[src/design/jtag_macros.svh]
`ifndef JTAG_MACROS_SVH
`define JTAG_MACROS_SVH

// Command FIFO depth and the host's starting credit count
`define JTAG_FIFO_DEPTH 4

// Clock cycles each command word stays on the pins
`define JTAG_HOLD_CYCLES 4

// Response credits held by the pin driver after reset
`define JTAG_RSP_CREDITS 2

// Idle cycles with an empty command FIFO before the timeout pulse
`define JTAG_TIMEOUT_COUNT 40

// Instruction codes
`define JTAG_IR_IDCODE 4'b0001
`define JTAG_IR_USER   4'b1000
`define JTAG_IR_BYPASS 4'b1111

`define JTAG_IDCODE 32'h4A55_0C3B // Bit 0 is always 1

`endif

[src/design/jtag_pkg.sv]
`default_nettype none

package jtag_pkg;

        // Upstream command word with tck in bit 0
        typedef struct packed {
                logic tms;
                logic tdi;
                logic trst;
                logic tck;
        } jtag_cmd_t;

        // Pin levels from the driver to the target
        typedef struct packed {
                logic tck;
                logic tms;
                logic tdi;
                logic trst;
        } jtag_pins_t;

        typedef struct packed {
                logic tdo; // Sampled on a rising TCK command
        } jtag_rsp_t;

        // TAP controller states in the classic 1149.1 encoding
        typedef enum logic [3:0] {
                st_exit2_dr  = 4'h0,
                st_exit1_dr  = 4'h1,
                st_shift_dr  = 4'h2,
                st_pause_dr  = 4'h3,
                st_sel_ir    = 4'h4,
                st_upd_dr    = 4'h5,
                st_cap_dr    = 4'h6,
                st_sel_dr    = 4'h7,
                st_exit2_ir  = 4'h8,
                st_exit1_ir  = 4'h9,
                st_shift_ir  = 4'hA,
                st_pause_ir  = 4'hB,
                st_rti       = 4'hC,
                st_upd_ir    = 4'hD,
                st_cap_ir    = 4'hE,
                st_tlr       = 4'hF
        } tap_state_t;

endpackage

`default_nettype wire

[src/design/credit_fifo.sv]
`default_nettype none

`include "jtag_macros.svh"

module credit_fifo #(
        parameter type payload_t = logic
) (
        input  logic     clk_i,
        input  logic     reset_i,
        input  logic     push_i,
        input  payload_t data_i,
        input  logic     pop_i,
        output payload_t data_o,
        output logic     empty_o,
        output logic     credit_o
);
        localparam int depth = `JTAG_FIFO_DEPTH;
        localparam int ptr_w = (depth > 1) ? $clog2(depth) : 1;
        localparam int cnt_w = $clog2(depth + 1);

        payload_t         mem_q [depth];
        logic [ptr_w-1:0] wr_ptr_q;
        logic [ptr_w-1:0] rd_ptr_q;
        logic [cnt_w-1:0] count_q;
        logic             do_push;
        logic             do_pop;
        logic             credit_q;

        assign do_push = push_i && (count_q != cnt_w'(depth)); // Sender holds no credit when full
        assign do_pop  = pop_i && !empty_o;

        always_ff @(posedge clk_i) begin
                if (do_push)
                        mem_q[wr_ptr_q] <= data_i;
        end

        always_ff @(posedge clk_i) begin
                if (reset_i) begin
                        wr_ptr_q <= '0;
                        rd_ptr_q <= '0;
                        count_q  <= '0;
                        credit_q <= 1'b0;
                end else begin
                        if (do_push)
                                wr_ptr_q <= (wr_ptr_q == ptr_w'(depth - 1)) ?
                                            '0 : wr_ptr_q + ptr_w'(1);
                        if (do_pop)
                                rd_ptr_q <= (rd_ptr_q == ptr_w'(depth - 1)) ?
                                            '0 : rd_ptr_q + ptr_w'(1);
                        case ({do_push, do_pop})
                                2'b10:   count_q <= count_q + cnt_w'(1);
                                2'b01:   count_q <= count_q - cnt_w'(1);
                                default: count_q <= count_q;
                        endcase
                        credit_q <= do_pop; // One credit back per entry freed
                end
        end

        assign data_o   = mem_q[rd_ptr_q];
        assign empty_o  = (count_q == '0);
        assign credit_o = credit_q;

endmodule

`default_nettype wire

[src/design/jtag_pin_driver.sv]
`default_nettype none

`include "jtag_macros.svh"

module jtag_pin_driver (
        input  logic               clk_i,
        input  logic               reset_i,
        input  jtag_pkg::jtag_cmd_t cmd_i,
        input  logic               cmd_empty_i,
        output logic               cmd_pop_o,
        output jtag_pkg::jtag_pins_t pins_o,
        input  logic               tdo_i,
        input  logic               tdo_oe_i,
        input  logic               rsp_credit_i,
        output logic               rsp_valid_o,
        output jtag_pkg::jtag_rsp_t rsp_o,
        output logic               timeout_o
);
        import jtag_pkg::*;

        localparam int hold_w = $clog2(`JTAG_HOLD_CYCLES + 1);
        localparam int cred_w = $clog2(`JTAG_RSP_CREDITS + 1);
        localparam int idle_w = $clog2(`JTAG_TIMEOUT_COUNT + 1);

        jtag_pins_t        pins_q;
        logic              prev_tck_q;   // tck level of the word before the current one
        logic              active_q;     // A popped word is still in its hold window
        logic [hold_w-1:0] hold_q;
        logic              rsp_pend_q;
        jtag_rsp_t         rsp_q;
        logic [cred_w-1:0] cred_q;
        logic [idle_w-1:0] idle_q;
        logic              hold_done;
        logic              capture;
        logic              rsp_send;

        assign hold_done = (hold_q == '0);
        // Last cycle of a rising word with TDO enabled
        assign capture   = active_q && hold_done && pins_q.tck && !prev_tck_q && tdo_oe_i;
        assign rsp_send  = rsp_pend_q && (cred_q != '0);
        // Never pop while a finished bit still waits for a credit
        assign cmd_pop_o = !cmd_empty_i && hold_done && !capture && (!rsp_pend_q || rsp_send);

        always_ff @(posedge clk_i) begin
                if (reset_i) begin
                        pins_q     <= '{tck: 1'b0, tms: 1'b0, tdi: 1'b0, trst: 1'b1};
                        prev_tck_q <= 1'b0;
                        active_q   <= 1'b0;
                        hold_q     <= '0;
                end else if (cmd_pop_o) begin
                        pins_q     <= '{tck: cmd_i.tck, tms: cmd_i.tms, tdi: cmd_i.tdi,
                                        trst: cmd_i.trst};
                        prev_tck_q <= pins_q.tck;
                        active_q   <= 1'b1;
                        hold_q     <= hold_w'(`JTAG_HOLD_CYCLES - 1);
                end else if (!hold_done) begin
                        hold_q <= hold_q - hold_w'(1);
                end else begin
                        active_q <= 1'b0;
                end
        end

        always_ff @(posedge clk_i) begin
                if (capture)
                        rsp_q <= '{tdo: tdo_i};
        end

        always_ff @(posedge clk_i) begin
                if (reset_i) begin
                        rsp_pend_q <= 1'b0;
                        cred_q     <= cred_w'(`JTAG_RSP_CREDITS);
                end else begin
                        if (capture)
                                rsp_pend_q <= 1'b1;
                        else if (rsp_send)
                                rsp_pend_q <= 1'b0;
                        case ({rsp_credit_i, rsp_send})
                                2'b10:   cred_q <= cred_q + cred_w'(1);
                                2'b01:   cred_q <= cred_q - cred_w'(1);
                                default: cred_q <= cred_q;
                        endcase
                end
        end

        // Starts saturated so nothing fires before the first command arrives
        always_ff @(posedge clk_i) begin
                if (reset_i)
                        idle_q <= idle_w'(`JTAG_TIMEOUT_COUNT);
                else if (!cmd_empty_i)
                        idle_q <= '0;
                else if (idle_q != idle_w'(`JTAG_TIMEOUT_COUNT))
                        idle_q <= idle_q + idle_w'(1);
        end

        assign timeout_o   = cmd_empty_i && (idle_q == idle_w'(`JTAG_TIMEOUT_COUNT - 1));
        assign pins_o      = pins_q;
        assign rsp_valid_o = rsp_send;
        assign rsp_o       = rsp_q;

endmodule

`default_nettype wire

[src/design/jtag_tap_fsm.sv]
`default_nettype none

module jtag_tap_fsm (
        input  logic                 clk_i,
        input  logic                 reset_i,
        input  jtag_pkg::jtag_pins_t pins_i,
        output jtag_pkg::tap_state_t state_o,
        output logic                 tck_rise_o,
        output logic                 tck_fall_o
);
        import jtag_pkg::*;

        logic       tck_q;
        logic       tck_d_q;  // tck one cycle older for edge detection
        logic       tms_q;
        logic       trst_q;
        tap_state_t state_q;
        tap_state_t state_nxt;

        always_ff @(posedge clk_i) begin
                if (reset_i) begin
                        tck_q   <= 1'b0;
                        tck_d_q <= 1'b0;
                        tms_q   <= 1'b0;
                        trst_q  <= 1'b1;
                end else begin
                        tck_q   <= pins_i.tck;
                        tck_d_q <= tck_q;
                        tms_q   <= pins_i.tms;
                        trst_q  <= pins_i.trst;
                end
        end

        assign tck_rise_o = tck_q && !tck_d_q;
        assign tck_fall_o = !tck_q && tck_d_q;

        // Standard TMS-driven state diagram
        always_comb begin
                case (state_q)
                        st_tlr:      state_nxt = tms_q ? st_tlr      : st_rti;
                        st_rti:      state_nxt = tms_q ? st_sel_dr   : st_rti;
                        st_sel_dr:   state_nxt = tms_q ? st_sel_ir   : st_cap_dr;
                        st_cap_dr:   state_nxt = tms_q ? st_exit1_dr : st_shift_dr;
                        st_shift_dr: state_nxt = tms_q ? st_exit1_dr : st_shift_dr;
                        st_exit1_dr: state_nxt = tms_q ? st_upd_dr   : st_pause_dr;
                        st_pause_dr: state_nxt = tms_q ? st_exit2_dr : st_pause_dr;
                        st_exit2_dr: state_nxt = tms_q ? st_upd_dr   : st_shift_dr;
                        st_upd_dr:   state_nxt = tms_q ? st_sel_dr   : st_rti;
                        st_sel_ir:   state_nxt = tms_q ? st_tlr      : st_cap_ir;
                        st_cap_ir:   state_nxt = tms_q ? st_exit1_ir : st_shift_ir;
                        st_shift_ir: state_nxt = tms_q ? st_exit1_ir : st_shift_ir;
                        st_exit1_ir: state_nxt = tms_q ? st_upd_ir   : st_pause_ir;
                        st_pause_ir: state_nxt = tms_q ? st_exit2_ir : st_pause_ir;
                        st_exit2_ir: state_nxt = tms_q ? st_upd_ir   : st_shift_ir;
                        default:     state_nxt = tms_q ? st_sel_dr   : st_rti; // Update-IR
                endcase
        end

        always_ff @(posedge clk_i) begin
                if (reset_i || trst_q)
                        state_q <= st_tlr; // TRST wins over any edge
                else if (tck_rise_o)
                        state_q <= state_nxt;
        end

        assign state_o = state_q;

endmodule

`default_nettype wire

[src/design/jtag_tap_regs.sv]
`default_nettype none

`include "jtag_macros.svh"

module jtag_tap_regs (
        input  logic                 clk_i,
        input  logic                 reset_i,
        input  logic                 tdi_i,
        input  jtag_pkg::tap_state_t state_i,
        input  logic                 tck_rise_i,
        input  logic                 tck_fall_i,
        output logic                 tdo_o,
        output logic                 tdo_oe_o
);
        import jtag_pkg::*;

        logic [3:0]  ir_q;
        logic [3:0]  ir_sr_q;
        logic [31:0] dr_sr_q;   // Shared by IDCODE, USER and BYPASS
        logic [7:0]  user_q;
        logic        tdo_q;
        logic        tdo_oe_q;
        logic        sel_idcode;
        logic        sel_user;

        // Anything else falls back to BYPASS
        assign sel_idcode = (ir_q == `JTAG_IR_IDCODE);
        assign sel_user   = (ir_q == `JTAG_IR_USER);

        // Capture and shift on tck rise
        always_ff @(posedge clk_i) begin
                if (tck_rise_i) begin
                        case (state_i)
                                st_cap_ir:   ir_sr_q <= 4'b0001;
                                st_shift_ir: ir_sr_q <= {tdi_i, ir_sr_q[3:1]};
                                st_cap_dr: begin
                                        if (sel_idcode)
                                                dr_sr_q <= `JTAG_IDCODE;
                                        else if (sel_user)
                                                dr_sr_q <= {24'h0, user_q};
                                        else
                                                dr_sr_q <= '0;
                                end
                                st_shift_dr: begin
                                        if (sel_idcode)
                                                dr_sr_q <= {tdi_i, dr_sr_q[31:1]};
                                        else if (sel_user)
                                                dr_sr_q[7:0] <= {tdi_i, dr_sr_q[7:1]};
                                        else
                                                dr_sr_q[0] <= tdi_i; // 1-bit bypass path
                                end
                                default: ;
                        endcase
                end
        end

        // Update stage on tck fall
        always_ff @(posedge clk_i) begin
                if (reset_i || state_i == st_tlr) begin
                        ir_q <= `JTAG_IR_IDCODE;
                end else if (tck_fall_i && state_i == st_upd_ir) begin
                        ir_q <= ir_sr_q;
                end
        end

        always_ff @(posedge clk_i) begin
                if (reset_i)
                        user_q <= '0;
                else if (tck_fall_i && state_i == st_upd_dr && sel_user)
                        user_q <= dr_sr_q[7:0];
        end

        always_ff @(posedge clk_i) begin
                if (reset_i) begin
                        tdo_q    <= 1'b0;
                        tdo_oe_q <= 1'b0;
                end else if (tck_fall_i) begin
                        tdo_oe_q <= (state_i == st_shift_ir) || (state_i == st_shift_dr);
                        if (state_i == st_shift_ir)
                                tdo_q <= ir_sr_q[0];
                        else if (state_i == st_shift_dr)
                                tdo_q <= dr_sr_q[0];
                end else if (state_i == st_tlr) begin
                        tdo_oe_q <= 1'b0; // TRST drops the output enable at once
                end
        end

        assign tdo_o    = tdo_q;
        assign tdo_oe_o = tdo_oe_q;

endmodule

`default_nettype wire

[src/design/jtag_link_top.sv]
`default_nettype none

module jtag_link_top (
        input  logic                clk_i,
        input  logic                reset_i,
        input  logic                cmd_valid_i,
        input  jtag_pkg::jtag_cmd_t cmd_i,
        output logic                cmd_credit_o,
        input  logic                rsp_credit_i,
        output logic                rsp_valid_o,
        output jtag_pkg::jtag_rsp_t rsp_o,
        output logic                timeout_o
);
        import jtag_pkg::*;

        jtag_cmd_t  cmd_head;   // Oldest queued word
        logic       cmd_empty;
        logic       cmd_pop;
        jtag_pins_t pins;
        logic       tdo;
        logic       tdo_oe;
        tap_state_t tap_state;
        logic       tck_rise;
        logic       tck_fall;

        credit_fifo #(
                .payload_t (jtag_cmd_t)
        ) cmd_fifo0 (
                .clk_i    (clk_i),
                .reset_i  (reset_i),
                .push_i   (cmd_valid_i),
                .data_i   (cmd_i),
                .pop_i    (cmd_pop),
                .data_o   (cmd_head),
                .empty_o  (cmd_empty),
                .credit_o (cmd_credit_o)
        );

        jtag_pin_driver driver0 (
                .clk_i        (clk_i),
                .reset_i      (reset_i),
                .cmd_i        (cmd_head),
                .cmd_empty_i  (cmd_empty),
                .cmd_pop_o    (cmd_pop),
                .pins_o       (pins),
                .tdo_i        (tdo),
                .tdo_oe_i     (tdo_oe),
                .rsp_credit_i (rsp_credit_i),
                .rsp_valid_o  (rsp_valid_o),
                .rsp_o        (rsp_o),
                .timeout_o    (timeout_o)
        );

        // Target side runs on clk_i and sees the pins directly
        jtag_tap_fsm fsm0 (
                .clk_i      (clk_i),
                .reset_i    (reset_i),
                .pins_i     (pins),
                .state_o    (tap_state),
                .tck_rise_o (tck_rise),
                .tck_fall_o (tck_fall)
        );

        jtag_tap_regs regs0 (
                .clk_i      (clk_i),
                .reset_i    (reset_i),
                .tdi_i      (pins.tdi),
                .state_i    (tap_state),
                .tck_rise_i (tck_rise),
                .tck_fall_i (tck_fall),
                .tdo_o      (tdo),
                .tdo_oe_o   (tdo_oe)
        );

endmodule

`default_nettype wire

[config.mk]
export PLATFORM = sky130hd
export DESIGN_NAME = jtag_link_top
export DESIGN_NICKNAME = d
export VERILOG_FILES = /design/src/design/jtag_pkg.sv /design/src/design/credit_fifo.sv /design/src/design/jtag_pin_driver.sv /design/src/design/jtag_tap_fsm.sv /design/src/design/jtag_tap_regs.sv /design/src/design/jtag_link_top.sv
export VERILOG_INCLUDE_DIRS = /design/src /design/src/design
export SDC_FILE = /design/constraint.sdc
export NUM_CORES = 1
export LEC_CHECK = 0
export BUFFER_PORTS_ARGS = -buffer_cell sky130_fd_sc_hd__buf_2
export CORE_MARGIN = 3
export CORE_UTILIZATION = 55
export CTS_CLUSTER_DIAMETER = 30
export DETAILED_ROUTE_END_ITERATION = 12
export PLACE_DENSITY = 0.74
export SYNTH_ARGS = -nofsm -noshare
export SYNTH_HDL_FRONTEND = slang
export SYNTH_SLANG_ARGS = --single-unit
[constraint.sdc]
create_clock -name clk_i -period 2.09 [get_ports clk_i]
set_input_delay 0.5225 -clock clk_i [delete_from_list [all_inputs] [get_ports clk_i]]
set_output_delay 0.5225 -clock clk_i [all_outputs]
set_load 0.02 [all_outputs]
==> impl_metrics.py, run 1 <==
metrics = {
    "outcome": {
        "run_status": "finished, final reports clean",
    },
    "clock_tree": {
        "root_buffer": "clkbuf_8",
        "numClockSinks": 101,
        "tritoncts": "built",
        "h-tree-depth": 3,
        "clockBufferDepth": 2,
        "worstSkewPairLatency_ps": 360,
        "clk_pin_slew_ps": 90,
        "cts_buffers": 9,
    },
    "global_routing": {
        "grt_usage": 0.169,
        "grt.overflow.total": 0,
        "grt_max_degree": 28,
        "grt_pass1_wl_mm": 11.8,
        "antenna_found_initial": 0,
        "grt_pass1_vias": 2587,
    },
    "route": {
        "drt_iter0_markers": 113,
        "dr_total_vias": 2616,
        "drtAntennaViolNets": 0,
        "vias_per_cell": 5.25,
        "drc": 0,
        "wl_mm": 6.75,
        "drt_pre_antenna_iters": 4,
        "wl_per_cell_um": 13.6,
    },
    "synthesis": {
        "postSynthCellCount": 364,
        "syn_area_mm2": 0.00431,
        "ys_types": 52,
        "ys.flop_type": "edfxtp_1",
        "synth.area.top_cells": "edfxtp_1, dfxtp_1, mux2i_1, ha_1, nor2_1",
        "yosysWarnings": 0,
        "yosysTopAreaCell": "edfxtp_1",
        "synth_seq_cells": 101,
        "synth_edf_count": 53,
        "seq_area_frac_synth": 0.592,
        "avgSynthCellArea_um2": 11.8,
        "netlist.area_leader.share": 0.369,
        "yosysMostFrequentCell": "edfxtp_1",
        "async_reset_ff_frac": 0,
        "syn_nets": 384,
        "synthTopCellsByCount": "edfxtp_1, dfxtp_1, nor2_1",
    },
    "power": {
        "switchingPower_mw": 1.35,
        "power.density_mw_per_mm2": 983,
        "peakVddDrop_uv": 545,
        "total_power_mw": 4.78,
        "p_seq_frac": 0.506,
        "pwr-share-comb": 0.243,
        "pwr-share-clk": 0.251,
        "p_leak_nw": 1.77,
        "netSwitchingFraction": 0.282,
        "p_int_mw": 3.43,
    },
    "timing": {
        "rsz0062_at_grt": "true",
        "layout_min_cycle_time_ps": 2040,
        "fmax_ghz": 0.491,
        "finalSetupViolations": 0,
        "maxSlewViolCount": 0,
        "hold_viol_final": 0,
        "skew_ps": 10.0,
        "fin_crit_sh": 0.975,
        "tightest_slew_ps": 656,
        "slew-limit-headroom": 0.562,
    },
    "worst_setup_path": {
        "r2r-end": "cmd_fifo0.count_q[2]",
        "arrival_ps": 2340,
        "cpPeakStageDelay_ps": 330,
        "critical_path_class": "register to register",
        "reg2reg_from": "driver0.hold_q[1]",
        "cp_slowest_cell": "dfxtp_2",
        "cp_common_cell": "ha_4",
        "end_kind": "register",
        "startpoint_type": "register",
        "path_cells": "inv_2 -> ha_4 -> and2b_2 -> nand4_4 -> clkinv_4 -> ha_4 -> inv_1 -> fa_2 -> xor2_1 -> or3_1 -> a21oi_1",
        "worstPathRequired_ps": 2390,
        "cp_max_fo": 3,
        "r2r_slack_ps": 50,
        "worst-r2r-cell-count": 11,
    },
    "floorplanning": {
        "core_mm2": 0.00745,
        "chipWidth_um": 94.5,
        "fp.dieH_um": 94.5,
        "rows": 31,
        "start_util": 0.579,
        "die_area_mm2": 0.00894,
        "ioPinCount": 12,
    },
    "worst_hold_path": {
        "hold_start": "cmd_i[3]",
        "hold_path_class": "primary input to register",
        "hold_depth": 1,
        "hold_end": "cmd_fifo0.mem_q[1][3]",
    },
    "placement": {
        "port_buffers": 11,
        "routabilityCongestion": 0.717,
        "place_inst": 478,
        "post-dp-hpwl_mm": 4.47,
    },
    "layout": {
        "syn2layout_area_growth_pct": 12.8,
        "insertedDiodeCount": 0,
        "nets": 414,
        "fillers": 594,
        "drive_above_1_share": 0.190,
        "instances_no_fill": 498,
    },
    "job": {
        "maxCapViolations": 0,
    },
}
[cells in the final DEF (no fill, tap or decap), types with 5 or more instances in the layout]
master	synthesis	routed
edfxtp_1	53	53
dfxtp_1	48	42
nor2_1	36	36
nand2_1	35	35
mux2i_1	23	23
buf_4	0	21
and2_1	20	20
inv_1	16	14
a21oi_1	12	12
o21ai_0	12	12
buf_2	2	10
clkbuf_8	0	9
ha_1	11	8
nor2b_1	7	7
nor3_1	7	6
dfxtp_2	0	6
xnor2_1	5	5
nand3_1	5	5
xor2_1	5	5
[registers in the layout, summed over array words and instances (netlist names), 2 cells and up]
signal,count
driver0.hold_q,3
driver0.pins_o,4
cmd_fifo0.count_q,3
cmd_fifo0.rd_ptr_q,2
cmd_fifo0.wr_ptr_q,2
regs0.ir_q,4
cmd_fifo0.mem_q,16
regs0.dr_sr_q,32
fsm0.state_o,4
driver0.cred_q,2
regs0.ir_sr_q,4
regs0.user_q,8
driver0.idle_q,6
[metrics by stage]
| step | setup WS [ps] | instance area, um2 | utilization | setup TNS (ps) | hold slack, ps |
|---|---|---|---|---|---|
| floorplan | 1.39 | 4340 | - | 0 | 408 |
| global placement | 55.1 | 4610 | 0.618 | 0 | 417 |
| detailed placement | 7.03 | 4610 | 0.618 | 0 | 420 |
| CTS | 12.4 | 4850 | 0.651 | 0 | 341 |
| global route | -58.0 | 4860 | 0.653 | -58.0 | 345 |
| finish | 53.0 | 4860 | 0.653 | 0 | 362 |
[how the worst max path moves through the flow]
stage | start | end | slack (ps) | cells past startpoint
floorplan | driver0.hold_q[0] | cmd_fifo0.count_q[2] | 1 | 11
global placement | driver0.hold_q[0] | cmd_fifo0.count_q[2] | 60 | 11
detailed placement | driver0.hold_q[0] | cmd_fifo0.count_q[2] | 7 | 11
CTS | driver0.idle_q[0] | timeout_o | 10 | 4
global route | driver0.hold_q[1] | cmd_fifo0.count_q[2] | -60 | 11
finish | driver0.hold_q[1] | cmd_fifo0.count_q[2] | 50 | 11
[layer usage]
metal,up-vias,global-route usage,share of wire
li1,1331,-,-
met1,1243,0.224,0.49
met2,33,0.262,0.46
met3,9,0.0494,0.036
met4,0,0.0661,0.015
met5,-,0,0
[worst max-delay path: cells and delay by family (launching register included)]
family          cells  cell delay (ps)
xor+xnor            1              150
simple gates        3              590
fa+ha+maj           3              580
compound gates      1              120
buf+inv             3              190
flops               1              330
[cells by family (layout without fill, tap and decap cells)]
| group | Yosys count | after routing | share of synthesized area |
|---|---|---|---|
| flops | 101 | 101 | 0.592 |
| buf+inv | 32 | 67 | 0.0316 |
| fa+ha+maj | 13 | 13 | 0.0389 |
| simple gates | 138 | 138 | 0.179 |
| mux | 28 | 28 | 0.0769 |
| compound gates | 42 | 42 | 0.0615 |
| xor+xnor | 10 | 10 | 0.0203 |
[power by group through the flow]
stage | Clock [mW] | Sequential (mW) | Combinational (mW)
6_report | 1.20 | 2.42 | 1.16
5_1_grt | 1.31 | 2.45 | 1.31
4_1_cts | 1.24 | 2.41 | 1.16
3_5_place_dp | 0 | 2.45 | 1.07
3_3_place_gp | 0 | 2.44 | 1.02
2_1_floorplan | 0 | 2.42 | 0.857
[layout make-up]
type / count / area [um2] / share of cell area
clock buffers: 10 / 128 / 0.0262
clock inverters: 6 / 62.6 / 0.0129
inverters: 17 / 68.8 / 0.0142
multi-input cells: 231 / 1670 / 0.343
flip-flops and latches: 101 / 2560 / 0.527
well taps: 99 / 124 / 0.0255
repair buffers: 34 / 250 / 0.0515
[what timing repair did]
action / CTS / global route
buffers inserted: 3 / 1
setup endpoints to repair: 2 / 5
endpoints found under the hold margin: 0 / 0
pin swaps: 2 / 2
hold buffers: 0 / 0
gates resized for setup: 8 / 6
Note: power is estimated with default switching activity, not from simulation.
==> run 2, diff against run 1 <==
- GPL_TIMING_DRIVEN: unset -> 0
==> run 2 against run 1 <==
The run now ends with setup timing left. Total power down 1.1%. Largest cell class unchanged. Final cell count down 0.20%. Critical path type unchanged. Flip-flop and latch count unchanged. Register-to-register slack worse by 90 ps. Clock skew down 0.99 ps. Non-clock buffer count down 1. Sequential power about the same. Final area down 1.3%. Maximum frequency down 4.0%. Wire length up 10%. Clock-buffer cell count unchanged. Die area unchanged.
==> impl_metrics.py, run 2 (synthesis gave the netlist of run 1 again) <==
metrics = {
    "outcome": {
        "run_status": "finished, violations left",
        "violations": "setup timing",
    },
    "layout": {
        "registers.top_by_ff_count": "regs0.dr_sr_q",
        "layout_common_cells": "edfxtp_1, dfxtp_1, nor2_1, nand2_1, mux2i_1",
        "layout_commonest_cell": "edfxtp_1",
        "top_regs": "regs0.dr_sr_q: 32 flops, cmd_fifo0.mem_q: 16 flops, regs0.user_q: 8 flops",
        "drive_above_1_share": 0.166,
        "nets": 413,
        "largest_reg_flops": 32,
        "fillers": 585,
        "finish.utilization": 0.644,
        "insertedDiodeCount": 0,
        "syn2layout_area_growth_pct": 11.3,
    },
    "timing": {
        "rsz0062_at_grt": "true",
        "fin_crit_sh": 1.02,
        "fmax_ghz": 0.471,
        "finalSetupViolations": 1,
        "timing.hold.ws_ps": 370,
        "skew_ps": 9.05,
        "layout_min_cycle_time_ps": 2120,
        "tightest_slew_ps": 633,
        "setup_tns_ps": -32.1,
        "fin_ws_ps": -32.1,
        "slew-limit-headroom": 0.576,
        "hold_viol_final": 0,
        "maxSlewViolCount": 0,
    },
    "global_routing": {
        "grt_pass1_wl_mm": 12.7,
        "grt_pass1_vias": 2647,
        "antenna_found_initial": 0,
        "grt.overflow.total": 0,
        "grt_max_degree": 25,
        "grt_usage": 0.188,
    },
    "clock_tree": {
        "numClockSinks": 101,
        "root_buffer": "clkbuf_8",
        "clk_pin_slew_ps": 100,
        "clockBufferDepth": 2,
        "h-tree-depth": 3,
        "worstSkewPairLatency_ps": 370,
        "cts_buffers": 9,
        "tritoncts": "built",
        "cts-hold-fix-buffers": 0,
    },
    "route": {
        "vias_per_cell": 5.37,
        "wl_mm": 7.43,
        "drt_iter0_markers": 121,
        "dr_total_vias": 2668,
        "wl_per_cell_um": 15.0,
        "drtAntennaViolNets": 0,
        "drt_pre_antenna_iters": 4,
        "drc": 0,
    },
    "placement": {
        "port_buffers": 11,
        "routabilityCongestion": 0.798,
        "post-dp-hpwl_mm": 4.91,
    },
    "floorplanning": {
        "rows": 31,
        "ioPinCount": 12,
        "start_util": 0.579,
        "die_area_mm2": 0.00894,
        "fp.dieH_um": 94.5,
        "chipWidth_um": 94.5,
        "core_mm2": 0.00745,
    },
    "worst_setup_path": {
        "setup.worst_path.end": "cmd_fifo0.count_q[2]",
        "reg2reg_from": "driver0.hold_q[1]",
        "worst-r2r-cell-count": 11,
        "startpoint_type": "register",
        "end_kind": "register",
        "critPathLaunch": "driver0.hold_q[1]",
        "worstPathRequired_ps": 2390,
        "r2r_slack_ps": -30,
        "cp_max_fo": 3,
        "r2r-end": "cmd_fifo0.count_q[2]",
        "arrival_ps": 2420,
        "critical_path_class": "register to register",
    },
    "worst_hold_path": {
        "hold_path_class": "primary input to register",
        "hold_depth": 1,
    },
    "job": {
        "maxCapViolations": 0,
    },
    "power": {
        "power.density_mw_per_mm2": 986,
        "total_power_mw": 4.73,
        "peakVddDrop_uv": 528,
        "p_leak_nw": 1.71,
    },
}
-- run 2: cell count changes in the layout (fill, tap and decap cells not counted), sizes merged --
cell | before | now
buf | 34 | 22
inv | 17 | 18
bufinv | 1 | 0
clkbuf | 10 | 21
-- run 2: report_power, final --
part	switching (mW)	internal [mW]	leakage, nW
combinational	0.605	0.606	0.810
clock	0.666	0.442	0.0849
sequential	0.140	2.27	0.812
total	1.41	3.32	1.71
-- run 2: worst min path at each step --
stage | startpoint | end
finish | cmd_i[1] | cmd_fifo0.mem_q[3][1]
global route | cmd_i[2] | cmd_fifo0.mem_q[0][2]
CTS | cmd_i[2] | cmd_fifo0.mem_q[0][2]
detailed placement | regs0.tdo_o | driver0.rsp_o
global placement | regs0.tdo_o | driver0.rsp_o
floorplan | regs0.tdo_o | driver0.rsp_o
-- run 2: what timing repair did --
| action | 4_1_cts | 5_1_grt |
|---|---|---|
| hold endpoints to repair | 0 | 0 |
| endpoints found under the setup margin | 34 | 27 |
| buffers inserted | 7 | 0 |
| resized for setup | 6 | 9 |
| pin swaps | 1 | 4 |
-- run 2: critical path, cell delays in order, from the launching register on --
cell and delay, ps:
dfxtp_2 330, inv_2 70, ha_4 130, and2b_2 180
nand4_4 130, clkinv_4 90, ha_4 130, inv_1 50
fa_2 330, xor2_1 150, or3_1 330, a21oi_2 140
-- run 2: metrics by stage --
stage / setup WS (ps) / instance area [um2] / std cells
6_report: -32.1 / 4800 / 497
5_1_grt: -116 / 4800 / 497
4_1_cts: 9.99 / 4760 / 497
3_5_place_dp: -272 / 4520 / 474
3_3_place_gp: -223 / 4520 / 474
2_1_floorplan: 1.39 / 4340 / 364
-- run 2: per-layer routing --
metal	vias up	global-route usage	wire (um)
met3	8	0.0550	265
met4	0	0.0661	91
met2	37	0.303	3540
li1	1335	-	-
met1	1288	0.243	3540
met5	-	0	0
-- run 2: area by class of cell --
class | count | area, um2 | area share
inverter | 17 | 68.8 | 0.0143
clock buffer | 10 | 128 | 0.0266
tap | 99 | 124 | 0.0258
sequential | 101 | 2560 | 0.533
timing repair buffer | 18 | 110 | 0.0230
multi-input combinational | 231 | 1700 | 0.354
clock inverter | 6 | 46.3 | 0.00965
buffer | 15 | 67.6 | 0.0141
==> run 3, diff against run 2 <==
- ABC_AREA: unset -> 1
- CORE_UTILIZATION: 55 -> 56
- PLACE_DENSITY: 0.74 -> 0.76
==> run 3 against run 2 <==
The flow now finishes without violations. Clock skew grew 2.7 ps. Critical path depth down 7. First-iteration DRC count decreased by 2.5%. Highest routed layer unchanged.
==> impl_metrics.py, run 3 <==
metrics = {
    "timing": {
        "layout_min_cycle_time_ps": 2010,
        "setup_tns_ps": 0,
        "fmax_ghz": 0.498,
        "fin_crit_sh": 0.960,
        "skew_ps": 11.7,
        "slew-limit-headroom": 0.628,
        "maxSlewViolCount": 0,
        "tightest_slew_ps": 554,
        "fin_ws_ps": 83.5,
        "timing.hold.ws_ps": 370,
        "rsz0062_at_grt": "true",
        "finalSetupViolations": 0,
        "hold_viol_final": 0,
    },
    "placement": {
        "post-dp-hpwl_mm": 5.25,
        "routabilityCongestion": 0.818,
        "port_buffers": 11,
        "dp_slack_ps": -184,
    },
    "worst_setup_path": {
        "worstPathRequired_ps": 1570,
        "r2r-end": "cmd_fifo0.count_q[2]",
        "critical_path_class": "register to output pin",
        "critPathLaunch": "cmd_fifo0.count_q[0]",
        "r2r_slack_ps": 120,
        "worst-r2r-cell-count": 14,
        "cpPeakStageDelay_ps": 330,
        "cp_max_fo": 3,
        "end_kind": "output pin",
        "path_cells": "inv_1 -> nand3_2 -> nor4_2 -> buf_4",
        "setup.worst_path.end": "timeout_o",
        "startpoint_type": "register",
        "reg2reg_from": "driver0.hold_q[0]",
        "cp_slowest_cell": "dfxtp_1",
        "arrival_ps": 1480,
    },
    "global_routing": {
        "grt_pass1_wl_mm": 12.8,
        "grt_pass1_vias": 2989,
        "met1_usage": 0.218,
        "use_met2": 0.311,
        "grt_most_used_layer": "met2",
        "grt_max_degree": 25,
        "grt.overflow.total": 0,
        "grt_use_met3": 0.0446,
        "antenna_found_initial": 0,
        "grt_usage": 0.181,
    },
    "job": {
        "maxCapViolations": 0,
    },
    "synthesis": {
        "yosysMostFrequentCell": "nand2_1",
        "syn_area_mm2": 0.00441,
        "avgSynthCellArea_um2": 8.96,
        "synth_seq_cells": 101,
        "ys_types": 31,
        "synth_edf_count": 53,
        "netlist.area_leader.share": 0.361,
        "postSynthCellCount": 492,
        "ys.flop_type": "edfxtp_1",
        "syn_nets": 512,
        "yosysWarnings": 0,
        "yosysTopAreaCell": "edfxtp_1",
        "synthTopCellsByCount": "nand2_1, inv_1, nor2_1",
        "async_reset_ff_frac": 0,
        "synth.area.top_cells": "edfxtp_1, dfxtp_1, nand2_1, inv_1, nor2_1",
        "seq_area_frac_synth": 0.579,
    },
    "route": {
        "drtAntennaViolNets": 0,
        "wl_mm": 7.56,
        "dr_total_vias": 3106,
        "wl_per_cell_um": 12.1,
        "drc": 0,
        "drt_pre_antenna_iters": 4,
        "vias_per_cell": 4.99,
        "drt_iter0_markers": 118,
    },
    "clock_tree": {
        "numClockSinks": 101,
        "tritoncts": "built",
        "clk_pin_slew_ps": 90,
        "worstSkewPairLatency_ps": 360,
        "h-tree-depth": 3,
        "root_buffer": "clkbuf_8",
        "cts_buffers": 9,
        "clockBufferDepth": 2,
    },
    "power": {
        "peakVddDrop_uv": 763,
        "power.density_mw_per_mm2": 971,
        "total_power_mw": 4.73,
        "p_leak_nw": 1.97,
    },
    "floorplanning": {
        "chipWidth_um": 94.7,
        "die_area_mm2": 0.00898,
        "start_util": 0.592,
        "fp.dieH_um": 94.7,
        "ioPinCount": 12,
        "rows": 31,
        "core_mm2": 0.00745,
    },
    "layout": {
        "insertedDiodeCount": 0,
        "syn2layout_area_growth_pct": 10.5,
        "registers.top_by_ff_count": "regs0.dr_sr_q",
        "top_regs": "regs0.dr_sr_q: 32 flops, cmd_fifo0.mem_q: 16 flops, regs0.user_q: 8 flops",
        "nets": 539,
        "drive_above_1_share": 0.149,
        "layout_commonest_cell": "nand2_1",
        "largest_reg_flops": 32,
        "layout_common_cells": "nand2_1, inv_1, nor2_1",
        "finish.utilization": 0.655,
    },
    "worst_hold_path": {
        "hold_path_class": "primary input to register",
    },
    "outcome": {
        "run_status": "finished, final reports clean",
    },
}
-- run 3: metal layers --
metal,part of all wire,routed length [um]
met2,0.51,3860
met3,0.036,269
met1,0.45,3400
met4,0.0041,31
met5,0,0
-- run 3: how the worst min path moves through the flow --
| stage | start | endpoint | slack (ps) | cells past startpoint |
|---|---|---|---|---|
| 2_1_floorplan | regs0.tdo_o | driver0.rsp_o | 400 | 0 |
| 3_3_place_gp | driver0.pins_o[2] | fsm0.tms_q | 420 | 2 |
| 3_5_place_dp | driver0.pins_o[2] | fsm0.tms_q | 420 | 2 |
| 4_1_cts | cmd_i[0] | cmd_fifo0.mem_q[2][0] | 360 | 1 |
| 5_1_grt | cmd_i[2] | cmd_fifo0.mem_q[1][2] | 360 | 1 |
| 6_report | cmd_i[1] | cmd_fifo0.mem_q[0][1] | 370 | 1 |
-- run 3: where the power goes --
part           leakage, nW  internal (mW)  switching, mW
clock               0.0950          0.566          0.666
sequential           0.954           2.28          0.141
combinational        0.923          0.398          0.682
-- run 3: timing repair --
item | 4_1_cts | 5_1_grt
cloned | 0 | 1
hold buffers | 0 | 0
setup buffers | 1 | 3
pin swaps | 1 | 4
endpoints found under the setup margin | 27 | 27
gates resized for setup | 5 | 11
-- run 3: cells by family after synthesis --
kind of cell | synth area share
compound gates | 0.0715
xor+xnor | 0.00794
fa+ha+maj | 0.0357
buf+inv | 0.0834
flops | 0.579
simple gates | 0.223
-- run 3: worst max-delay path, delay by kind of cell, from the launching register on --
| kind | cells | cell delay (ps) |
|---|---|---|
| buffers and inverters | 2 | 320 |
| DFF | 1 | 330 |
| and+or+nand+nor | 2 | 470 |
-- run 3: per-stage QoR --
step | cell area (um2) | cells
floorplan | 4420 | 492
global placement | 4600 | 602
detailed placement | 4600 | 602
CTS | 4820 | 619
global route | 4870 | 623
finish | 4870 | 623
-- run 3: final cells by class --
type / instances / area (um2)
plain buffers: 13 / 75.1
well taps: 99 / 124
clock buffers: 10 / 128
repair inverters: 1 / 7.51
multi-input cells: 300 / 1530
fillers: 633 / 2570
inverters: 78 / 297
repair buffers: 15 / 87.6
flip-flops and latches: 101 / 2560
clock inverters: 6 / 71.3
